File: src/hw/mem_req_pkg.sv
/*
 * memory-test request generator, shared definitions
 * command word layout, AXI request and write-beat structs,
 * bus widths and the request FSM state encoding
 */

package mem_req_pkg;

  // ==============================
  // bus widths
  // ==============================
  localparam int addr_w = 40;
  localparam int id_w   = 14;
  localparam int data_w = 256;
  localparam int strb_w = 32;
  localparam int user_w = 26;
  localparam int dly_w  = 8;
  localparam int pend_w = 9;

  // ==============================
  // test command, 128 bits, msb first
  // ==============================
  typedef struct packed {
    logic [3:0]        region;
    logic [3:0]        qos;
    logic [1:0]        lock;
    logic [2:0]        prot;
    logic [3:0]        cache;
    logic [2:0]        size;
    logic [1:0]        burst;
    logic [user_w-1:0] user;
    logic [7:0]        len;
    logic [addr_w-1:0] addr;
    // delay from retire of previous cmd to first w beat
    logic [dly_w-1:0]  wdata_dly;
    // delay from retire of previous cmd to this request
    logic [dly_w-1:0]  gap_dly;
    logic              is_read;
    // former dual-command bit, ignored
    logic              reserved;
    logic [id_w-1:0]   id;
  } mem_cmd_t;

  // AR / AW request fields
  typedef struct packed {
    logic [id_w-1:0]   id;
    logic [addr_w-1:0] addr;
    logic [7:0]        len;
    logic [2:0]        size;
    logic [1:0]        burst;
    logic [user_w-1:0] user;
    logic [3:0]        cache;
    logic [2:0]        prot;
    logic [1:0]        lock;
    logic [3:0]        qos;
    logic [3:0]        region;
  } axi_ax_t;

  // one W beat
  typedef struct packed {
    logic [data_w-1:0] data;
    logic [strb_w-1:0] strb;
    logic              last;
  } axi_w_t;

  // request FSM states
  typedef enum logic [1:0] {
    idle  = 2'd0,
    issue = 2'd1,
    wdata = 2'd2
  } req_state_e;

endpackage

File: src/hw/cmd_fetch.sv
/*
 * command fetch side of the request generator
 * keeps the delay settings of the last retired command and
 * times the gap and write-data delays for the next one
 */

`timescale 1ns/1ps

module cmd_fetch (
  input  logic                  axi_clk,
  input  logic                  axi_rstn,
  input  logic                  run,
  input  logic                  cmd_next,
  input  mem_req_pkg::mem_cmd_t cmd,
  output logic                  gap_done,
  output logic                  wdata_dly_done
);

  import mem_req_pkg::*;

  logic [dly_w-1:0] gap_set;
  logic [dly_w-1:0] wdly_set;
  logic [dly_w-1:0] gap_cnt;
  logic [dly_w-1:0] wdly_cnt;

  // delays travel with the retiring command, apply to the next one
  always_ff @(posedge axi_clk or negedge axi_rstn) begin
    if (!axi_rstn) begin
      gap_set  <= '0;
      wdly_set <= '0;
    end else if (cmd_next) begin
      gap_set  <= cmd.gap_dly;
      wdly_set <= cmd.wdata_dly;
    end
  end

  // ==============================
  // saturating delay counters
  // ==============================
  always_ff @(posedge axi_clk or negedge axi_rstn) begin
    if (!axi_rstn) begin
      gap_cnt  <= '0;
      wdly_cnt <= '0;
    end else if (!run || cmd_next) begin
      gap_cnt  <= '0;
      wdly_cnt <= '0;
    end else begin
      if (gap_cnt != '1) begin
        gap_cnt <= gap_cnt + 1'b1;
      end
      if (wdly_cnt != '1) begin
        wdly_cnt <= wdly_cnt + 1'b1;
      end
    end
  end

  assign gap_done       = (gap_cnt >= gap_set);
  assign wdata_dly_done = (wdly_cnt >= wdly_set);

endmodule

File: src/hw/req_sequencer.sv
/*
 * request sequencer
 * three-state FSM that drives AR, AW and W valids for the
 * current command, counts W beats, raises wlast and pulses
 * cmd_next when the command is fully accepted
 */

`timescale 1ns/1ps

module req_sequencer (
  input  logic                           axi_clk,
  input  logic                           axi_rstn,
  input  logic                           run,
  input  mem_req_pkg::mem_cmd_t          cmd,
  input  logic                           gap_done,
  input  logic                           wdata_dly_done,
  input  logic                           rd_wait,
  input  logic [mem_req_pkg::pend_w-1:0] ar_pend_cnt,
  input  logic [mem_req_pkg::pend_w-1:0] aw_pend_cnt,
  input  logic [7:0]                     pend_max,
  input  logic                           arready,
  input  logic                           awready,
  input  logic                           wready,
  output logic                           arvalid,
  output logic                           awvalid,
  output logic                           wvalid,
  output logic                           wlast,
  output logic                           cmd_next
);

  import mem_req_pkg::*;

  req_state_e state;
  req_state_e state_nxt;

  // aw accepted for the current command
  logic       aw_done;
  // W beats accepted so far, one wider than len
  logic [8:0] beat_cnt;
  logic [8:0] len_ext;

  logic       ar_fire;
  logic       aw_fire;
  logic       w_fire;
  logic       beats_left;
  logic       burst_done;
  logic       wr_retire;
  logic       ar_room;
  logic       aw_room;

  assign len_ext    = {1'b0, cmd.len};
  assign beats_left = (beat_cnt <= len_ext);
  assign ar_room    = (ar_pend_cnt < pend_w'(pend_max));
  assign aw_room    = (aw_pend_cnt < pend_w'(pend_max));

  // ==============================
  // valids and last
  // ==============================
  assign arvalid = (state == issue) & cmd.is_read & gap_done & !rd_wait & ar_room;
  assign awvalid = (state == issue) & !cmd.is_read & !aw_done & gap_done & aw_room;
  // W beats may run ahead of AW
  assign wvalid  = (state != idle) & !cmd.is_read & gap_done & wdata_dly_done & beats_left;
  assign wlast   = !cmd.is_read & (beat_cnt == len_ext);

  assign ar_fire = arvalid & arready;
  assign aw_fire = awvalid & awready;
  assign w_fire  = wvalid & wready;

  // burst is over when wlast goes now or went earlier
  assign burst_done = (w_fire & wlast) | !beats_left;
  assign wr_retire  = !cmd.is_read & (aw_fire | aw_done) & burst_done;
  assign cmd_next   = (state != idle) & (cmd.is_read ? ar_fire : wr_retire);

  // ==============================
  // FSM
  // ==============================
  always_comb begin
    state_nxt = state;
    case (state)
      idle: begin
        if (run) begin
          state_nxt = issue;
        end
      end
      issue: begin
        if (!run) begin
          state_nxt = idle;
        end else if (aw_fire && !wr_retire) begin
          state_nxt = wdata;
        end
      end
      wdata: begin
        if (!run) begin
          state_nxt = idle;
        end else if (wr_retire) begin
          state_nxt = issue;
        end
      end
      default: state_nxt = idle;
    endcase
  end

  always_ff @(posedge axi_clk or negedge axi_rstn) begin
    if (!axi_rstn) begin
      state <= idle;
    end else begin
      state <= state_nxt;
    end
  end

  // progress of the current write, kept across a stop
  always_ff @(posedge axi_clk or negedge axi_rstn) begin
    if (!axi_rstn) begin
      aw_done  <= 1'b0;
      beat_cnt <= '0;
    end else if (cmd_next) begin
      aw_done  <= 1'b0;
      beat_cnt <= '0;
    end else begin
      if (aw_fire) begin
        aw_done <= 1'b1;
      end
      if (w_fire) begin
        beat_cnt <= beat_cnt + 1'b1;
      end
    end
  end

endmodule

File: src/hw/req_stats.sv
/*
 * request statistics
 * counts retired commands, AR transfers, completed write
 * bursts and accepted W beats, with a synchronous clear
 */

`timescale 1ns/1ps

module req_stats #(
  parameter int cnt_w = 24
) (
  input  logic               axi_clk,
  input  logic               axi_rstn,
  input  logic               stats_clear,
  input  logic               cmd_next,
  input  logic               arvalid,
  input  logic               arready,
  input  logic               wvalid,
  input  logic               wready,
  input  logic               wlast,
  output logic [cnt_w-1:0]   req_cnt,
  output logic [cnt_w-1:0]   rd_cnt,
  output logic [cnt_w-1:0]   wr_cnt,
  output logic [cnt_w+7:0]   wbeat_cnt
);

  logic ar_fire;
  logic w_fire;

  assign ar_fire = arvalid & arready;
  assign w_fire  = wvalid & wready;

  // ==============================
  // counters
  // ==============================
  // clear wins over a same-cycle event
  always_ff @(posedge axi_clk or negedge axi_rstn) begin
    if (!axi_rstn) begin
      req_cnt   <= '0;
      rd_cnt    <= '0;
      wr_cnt    <= '0;
      wbeat_cnt <= '0;
    end else if (stats_clear) begin
      req_cnt   <= '0;
      rd_cnt    <= '0;
      wr_cnt    <= '0;
      wbeat_cnt <= '0;
    end else begin
      if (cmd_next) begin
        req_cnt <= req_cnt + 1'b1;
      end
      if (ar_fire) begin
        rd_cnt <= rd_cnt + 1'b1;
      end
      // one per finished burst
      if (w_fire && wlast) begin
        wr_cnt <= wr_cnt + 1'b1;
      end
      if (w_fire) begin
        wbeat_cnt <= wbeat_cnt + 1'b1;
      end
    end
  end

endmodule

File: src/hw/mem_req_gen.sv
/*
 * memory-test AXI request generator, top level
 * turns test commands into AR requests or AW requests with
 * W bursts, and keeps request statistics
 */

`timescale 1ns/1ps

module mem_req_gen #(
  parameter int cnt_w = 24
) (
  input  logic                           axi_clk,
  input  logic                           axi_rstn,
  input  logic                           run,
  input  logic                           rd_wait,
  input  logic                           stats_clear,
  input  mem_req_pkg::mem_cmd_t          cmd,
  input  logic [mem_req_pkg::data_w-1:0] wdata,
  input  logic [mem_req_pkg::strb_w-1:0] wstrb,
  input  logic [mem_req_pkg::pend_w-1:0] ar_pend_cnt,
  input  logic [mem_req_pkg::pend_w-1:0] aw_pend_cnt,
  input  logic [7:0]                     pend_max,
  output logic                           cmd_next,
  output mem_req_pkg::axi_ax_t           ar,
  output mem_req_pkg::axi_ax_t           aw,
  output logic                           arvalid,
  output logic                           awvalid,
  input  logic                           arready,
  input  logic                           awready,
  output mem_req_pkg::axi_w_t            w,
  output logic                           wvalid,
  input  logic                           wready,
  output logic [cnt_w-1:0]               req_cnt,
  output logic [cnt_w-1:0]               rd_cnt,
  output logic [cnt_w-1:0]               wr_cnt,
  output logic [cnt_w+7:0]               wbeat_cnt
);

  import mem_req_pkg::*;

  logic    gap_done;
  logic    wdata_dly_done;
  logic    wlast;
  axi_ax_t cmd_ax;

  // ==============================
  // channel packing
  // ==============================
  assign cmd_ax = '{id: cmd.id, addr: cmd.addr, len: cmd.len, size: cmd.size,
                    burst: cmd.burst, user: cmd.user, cache: cmd.cache,
                    prot: cmd.prot, lock: cmd.lock, qos: cmd.qos, region: cmd.region};

  // the idle channel shows zeros
  assign ar = cmd.is_read ? cmd_ax : '0;
  assign aw = cmd.is_read ? '0 : cmd_ax;
  assign w  = '{data: wdata, strb: wstrb, last: wlast};

  cmd_fetch u_cmd_fetch (
    .axi_clk        (axi_clk),
    .axi_rstn       (axi_rstn),
    .run            (run),
    .cmd_next       (cmd_next),
    .cmd            (cmd),
    .gap_done       (gap_done),
    .wdata_dly_done (wdata_dly_done)
  );

  req_sequencer u_req_sequencer (
    .axi_clk        (axi_clk),
    .axi_rstn       (axi_rstn),
    .run            (run),
    .cmd            (cmd),
    .gap_done       (gap_done),
    .wdata_dly_done (wdata_dly_done),
    .rd_wait        (rd_wait),
    .ar_pend_cnt    (ar_pend_cnt),
    .aw_pend_cnt    (aw_pend_cnt),
    .pend_max       (pend_max),
    .arready        (arready),
    .awready        (awready),
    .wready         (wready),
    .arvalid        (arvalid),
    .awvalid        (awvalid),
    .wvalid         (wvalid),
    .wlast          (wlast),
    .cmd_next       (cmd_next)
  );

  req_stats #(
    .cnt_w (cnt_w)
  ) u_req_stats (
    .axi_clk     (axi_clk),
    .axi_rstn    (axi_rstn),
    .stats_clear (stats_clear),
    .cmd_next    (cmd_next),
    .arvalid     (arvalid),
    .arready     (arready),
    .wvalid      (wvalid),
    .wready      (wready),
    .wlast       (wlast),
    .req_cnt     (req_cnt),
    .rd_cnt      (rd_cnt),
    .wr_cnt      (wr_cnt),
    .wbeat_cnt   (wbeat_cnt)
  );

endmodule

File: config.mk
export PLATFORM = sky130hd
export DESIGN_NAME = mem_req_gen
export DESIGN_NICKNAME = d
export VERILOG_FILES = /design/src/hw/mem_req_pkg.sv /design/src/hw/cmd_fetch.sv /design/src/hw/req_sequencer.sv /design/src/hw/req_stats.sv /design/src/hw/mem_req_gen.sv
export SDC_FILE = /design/constraint.sdc
export NUM_CORES = 1
export LEC_CHECK = 0
export BUFFER_PORTS_ARGS = -buffer_cell sky130_fd_sc_hd__buf_2
export CAP_MARGIN = 10
export CORE_AREA = 2 2 416 418
export DETAILED_ROUTE_END_ITERATION = 8
export DIE_AREA = 0 0 418 420
export PLACE_DENSITY = 0.3
export SYNTH_ARGS = -nofsm -noshare
export SYNTH_HDL_FRONTEND = slang
export SYNTH_SLANG_ARGS = --single-unit
File: constraint.sdc
create_clock -name axi_clk -period 8.6 [get_ports axi_clk]
set_input_delay 1.72 -clock axi_clk [delete_from_list [all_inputs] [get_ports axi_clk]]
set_output_delay 1.72 -clock axi_clk [all_outputs]
set_load 0.02 [all_outputs]
==> results of run 1 <==
[metal layers]
metal / up-vias / track usage (%)
met5: - / 3.83
met4: 18 / 4.66
met3: 142 / 9.97
met2: 926 / 13.7
met1: 5139 / 7.29
li1: 4935 / -
[synth_stat cells (5+ instances only)]
cell      number  share of area, %
a211oi_1      12              0.73
a21o_1         6              0.37
a21oi_1       52               2.1
a31oi_1        5              0.25
and2_1       122               6.2
and3_1        16              0.82
and4_1        12              0.86
buf_2          8              0.33
buf_4        289                18
clkbuf_1      57               1.7
dfrtp_1      148                30
ha_1          45               4.6
inv_1         59               1.8
mux2_2        41               3.8
nand2_1       51               1.6
nand2b_1       9              0.46
nand3_1       40               1.6
nand3b_1       5              0.31
nand4_1       37               1.9
nor2_1       113               3.5
nor2b_1      134               6.8
nor3_1        19              0.77
nor4_1        21               1.1
o21ai_0       43               1.8
or3_1         27               1.4
xnor2_1       33               2.4
xor2_1        22               1.6
[cell families after synthesis]
group,synth area share [%]
AO/OA/AOI/OAI,6.97
flip-flops,30.2
adder cells (fa/ha/maj),4.59
AND/OR/NAND/NOR,28.6
XOR/XNOR,3.93
buffers and inverters,21.6
multiplexers,4.09
[worst max-delay path, cell delays in order]
cell and delay (ns):
buf_2 0.08, inv_1 0.05, ha_1 0.17, nor4b_1 0.37
o311ai_2 0.21, buf_4 0.22, nor3b_2 0.59, nand2b_1 0.12
buf_4 0.23, and2_1 0.20, inv_2 0.44, buf_2 0.27
[worst paths after layout]
kind                                          from                   endpoint  slack (ns)  cells past startpoint
min in group asynchronous                 axi_rstn      u_req_stats.wr_cnt[5]        1.13                      1
min reg2reg                u_cmd_fetch.wdly_set[5]    u_cmd_fetch.wdly_set[5]        0.51                      1
max                                    pend_max[7]                   cmd_next        2.18                     12
max in group asynchronous                 axi_rstn  u_req_stats.wbeat_cnt[16]        6.17                      2
max reg2reg                 u_cmd_fetch.gap_cnt[5]     u_req_stats.rd_cnt[23]        4.55                      9
min                        u_cmd_fetch.wdly_set[5]    u_cmd_fetch.wdly_set[5]        0.51                      1
[layout make-up]
class	instances	area (um2)	area share [%]
Antenna cell	1	2.50	0.0158
Multi-Input combinational cell	909	5950	37.4
Clock inverter	14	194	1.22
Sequential cell	148	3700	23.3
Timing Repair Buffer	505	2580	16.3
Inverter	60	225	1.42
Tap cell	2233	2790	17.6
Clock buffer	18	439	2.76
[registers in the layout, indices dropped and copies added, names as in the netlist]
signal and flops:
u_cmd_fetch.wdly_cnt 8, u_req_stats.req_cnt 24, u_req_sequencer.beat_cnt 9, u_cmd_fetch.gap_cnt 8, u_req_stats.wbeat_cnt 32, u_cmd_fetch.gap_set 8
u_req_stats.wr_cnt 24, u_req_sequencer.aw_done 1, u_req_sequencer.state 2, u_req_stats.rd_cnt 24, u_cmd_fetch.wdly_set 8
[power groups by stage]
stage / sequential (mW) / combinational [mW] / clock [mW]
final: 0.775 / 0.520 / 0.878
after global routing: 0.781 / 0.584 / 0.946
after CTS: 0.776 / 0.543 / 0.933
after detailed placement: 0.790 / 0.541 / 0
after global placement: 0.788 / 0.542 / 0
after floorplan: 0.774 / 0.495 / 0
[through the flow]
stage | worst slack, ns | std cells
3_5_place_dp | 2.01 | 3855
3_3_place_gp | 2.04 | 3855
6_report | 2.18 | 3888
5_1_grt | 1.99 | 3888
2_1_floorplan | 3.11 | 1472
4_1_cts | 2.01 | 3887
==> run metrics, run 1 <==
Rel. slew slack=37.4%; Util after Layout=9.29%; hold slack=0.512 ns; layout cells sized above 1=35.9%; Syn-to-layout area delta=29.5%; Vert. Die Dim=420 um; Vias per Instance=2.87; core box area=171,000 um2; fin crit period=6.42 ns; antenna-violating nets left=0; Net Sw Frac=35.4%; clock transition at the registers of the reported paths=0.07 ns; most frequent cells in the layout=buf_2 (486), dfrtp_1 (148), nor2b_1 (134), and2_1 (122), nor2_1 (113); Clock Skews=0.0175 ns; met3 wire length=18,900 um; syn avg cell area=8.34 um2; clk_lat worst skew=0.51 ns; Mapped Cells=1,472; total vias in the final route=11,200; CTS sink cnt=148; Clock power frac=40.4%; Crit Path Max Fanout=25; TritonCTS clock tree=done; RSZ-0062 raised after global routing=false; internal power=1.40 mW; Rows=152; gr usage total=9.22%; Mapped Area=12,300 um2; Hold WC Path Type=reg -> reg; number of flops mapped to enable cells by yosys=0; fmax=156 MHz; Reg power frac=35.7%; FF+latch count, synth=148; DR WL/cell=21.9 um; arrival time worst endpoint=4.70 ns; Max Cap Viol=0; routability cong.=0.740; Setup crit end kind=primary output; Initial Util=7.18%; H-tree depth=4; Required @ worst endpoint=6.88 ns; endpoints failing setup=0; CTS root buffer=clkbuf_16; Logic pwr share=23.9%; Post-Route WL=85,100 um; Num CTS Buffers=17; first-pass GRT wire length=106,000 um; final worst path period share=74.7%; fillers=20,000; Final Cell Area=15,900 um2; Worst Max-Slew Pin Slew=0.939 ns; vias in the first global route=10,300; Nets=2,136; Main synth FF type=dfrtp_1; leakage=6.90 nW; Post-synth ARST share=100%; register area share after synthesis=30.2%; Worst setup SP type=input port; Crit Path Class=in -> out; total chip power=2.17 mW; IO Pins=1,067; NetSw=0.768 mW; TritonRoute pass-1 iters=4; die area=176,000 um2; Post-CTS Hold Fix Bufs=0; maximum VDD drop=137 uV; Top Layer Used=met5; clk buf depth=2; routed metal-1 wire length=24,400 um; largest net degree at the start of global routing=99; Port Buffers=489; status=finished clean; post-route DRC violation count=0; TNS Setup=0 ns; placed cell area=15,300 um2; Setup Buffers After CTS=0; commonest non-fill, non-tap cell in the layout=buf_2; antenna violations before repair=11; Horiz. Die Dim=418 um; Slew Viols, Final=0; Yosys cell types=53; syn nets=1,967; Final Hold Fails=0; # resized after CTS=0; metal2 WL=36,700 um; Pwr per Cell Area=137 nW/um2; Post-DP HPWL=71,000 um; initial DRC count=641; GRT Residual Overflow=0; Synth warnings=0
Power figures use the tool's default switching activity.
==> run 2, diff against run 1 <==
--- a/config.mk
+++ b/config.mk
@@ -7,9 +7,9 @@
 export LEC_CHECK = 0
 export BUFFER_PORTS_ARGS = -buffer_cell sky130_fd_sc_hd__buf_2
 export CAP_MARGIN = 10
-export CORE_AREA = 2 2 416 418
+export CORE_AREA = 2 2 419 421
 export DETAILED_ROUTE_END_ITERATION = 8
-export DIE_AREA = 0 0 418 420
+export DIE_AREA = 0 0 421 423
 export PLACE_DENSITY = 0.3
 export SYNTH_ARGS = -nofsm -noshare
 export SYNTH_HDL_FRONTEND = slang
==> constraint.sdc (replaced) <==
create_clock -name axi_clk -period 5.75 [get_ports axi_clk]
set_input_delay 1.15 -clock axi_clk [delete_from_list [all_inputs] [get_ports axi_clk]]
set_output_delay 1.15 -clock axi_clk [all_outputs]
set_load 0.02 [all_outputs]
==> run 2 against run 1 <==
Clock-buffer cell count fell by 1. Worst setup slack got worse by 1.3 ns. Clock skew rose by 0.013 ns. Combinational power rose by 47%. Register-to-register slack got worse by 2.5 ns. Power rose by 50%. First-iteration DRC count rose by 12%. Core utilization barely moved. Global-route usage rose by 0.65 points. Worst hold slack got worse by 0.0039 ns. Via count rose by 0.59%. Largest cell class unchanged. Highest routed layer unchanged.
==> run metrics, run 2 (synthesis gave the netlist of run 1 again) <==
dpl cells=3,947; Pwr per Cell Area=203 nW/um2; max reg flops=32; Clock power frac=40.8%; fillers=20,300; Multi-input gate area=5940 um2; Max Cap Viol=0; TritonRoute pass-1 iters=5; crit path cell chain=buf_2 -> inv_1 -> ha_1 -> and4_1 -> nand3_1 -> o21ai_0 -> o32ai_1 -> nand4b_1 -> and2_1 -> inv_2 -> buf_2; die area=178,000 um2; Slew Viols, Final=0; layout cells sized above 1=35.8%; GRT Residual Overflow=0; IO Pins=1,067; Initial Util=7.08%; Final Hold Fails=0; endpoints failing setup=0; Logic pwr share=23.6%; Vert. Die Dim=423 um; clock transition at the registers of the reported paths=0.07 ns; Worst setup SP type=input port; Rel. slew slack=39.5%; Post-DP HPWL=77,700 um; arrival time worst endpoint=3.72 ns; core box area=173,000 um2; commonest non-fill, non-tap cell in the layout=buf_2; first-pass GRT wire length=114,000 um; initial DRC count=718; post-route DRC violation count=0; clk buf depth=2; TNS Setup=0 ns; status=finished clean; Vias per Instance=2.82; DR WL/cell=23.0 um; routability cong.=1.02; vias in the first global route=10,300; TritonCTS clock tree=done; antenna violations before repair=8; maximum VDD drop=193 uV; Crit Path Max Fanout=25; largest net degree at the start of global routing=185; Post-Layout Cell Count=3,980; most frequent CP cell=buf_2; Crit Path Class=in -> out; RSZ-0062 raised after global routing=false; Horiz. Die Dim=421 um; Final Cell Area=16,000 um2; Num CTS Buffers=17; fin crit period=4.87 ns; Net Sw Frac=35.6%; final worst path period share=84.8%; NetSw=1.16 mW; most frequent cells in the layout=buf_2 (486), dfrtp_1 (148), nor2b_1 (134), and2_1 (122), nor2_1 (112); Required @ worst endpoint=4.60 ns; Port Buffers=489; total vias in the final route=11,200; Setup crit end kind=primary output; Rows=153; largest register by flop count=u_req_stats.wbeat_cnt; Setup Buffers After CTS=0; Worst Path Buf+Inv=4; clk_lat worst skew=0.52 ns; H-tree depth=4; placed cell area=15,400 um2; Post-CTS Hold Fix Bufs=0; critical path's largest stage delay=0.45 ns; Nets=2,136; CP delay by family, top=buffers and inverters; leakage=6.91 nW; fmax=205 MHz; Worst Max-Slew Pin Slew=0.907 ns; Syn-to-layout area delta=30.5%; Clock Skews=0.0304 ns; # resized after CTS=0; slowest stage cell, crit path=inv_2; CTS sink cnt=148; gr usage total=9.87%; Post-Route WL=91,500 um; Reg area=3700 um2; antenna-violating nets left=0; internal power=2.09 mW; Reg power frac=35.6%; Hold WC Path Type=reg -> reg; CTS root buffer=clkbuf_16
-- run 2: power groups by stage --
stage	clock network, mW	registers (mW)	logic (mW)
floorplan	0	1.16	0.740
global placement	0	1.18	0.790
detailed placement	0	1.18	0.785
CTS	1.43	1.16	0.789
global route	1.45	1.17	0.853
finish	1.33	1.16	0.765
-- run 2: stage by stage --
stage	util, %	power [mW]	setup slack [ns]	hold slack [ns]
after floorplan	-	1.90	1.40	0.474
after global placement	8.88	1.97	0.860	0.494
after detailed placement	8.88	1.97	0.860	0.496
after CTS	9.24	3.38	0.837	0.512
after global routing	9.25	3.47	0.653	0.521
final	9.25	3.25	0.876	0.508
-- run 2: final timing paths --
path / from / to / slack, ns / depth (start not counted)
worst min register to register: u_cmd_fetch.wdly_set[2] / u_cmd_fetch.wdly_set[2] / 0.51 / 1
worst min-delay path: u_cmd_fetch.wdly_set[2] / u_cmd_fetch.wdly_set[2] / 0.51 / 1
worst max-delay path: cmd[73] / cmd_next / 0.88 / 11
min in group asynchronous: axi_rstn / u_req_stats.wr_cnt[5] / 0.71 / 1
worst max register to register: u_cmd_fetch.gap_cnt[0] / u_cmd_fetch.gap_cnt[3] / 2.03 / 12
max in group asynchronous: axi_rstn / u_req_stats.req_cnt[8] / 4.06 / 2
-- run 2: cell type report --
type                       instances  share of cell area (%)
antenna                            1                  0.0156
clock buffer                      17                    2.66
tap                             2325                    18.2
clock inverter                    15                    1.30
inverter                          60                    1.41
timing repair buffer             505                    16.3
multi-input combinational        909                    37.1
sequential                       148                    23.1
-- run 2: layer usage --
layer	global-route usage (%)	vias to the layer above	share of wire (%)
li1	-	4948	-
met1	8.04	5187	29
met2	14.7	938	43
met3	9.97	135	21
met4	5.28	18	5.4
met5	4.60	-	1.4
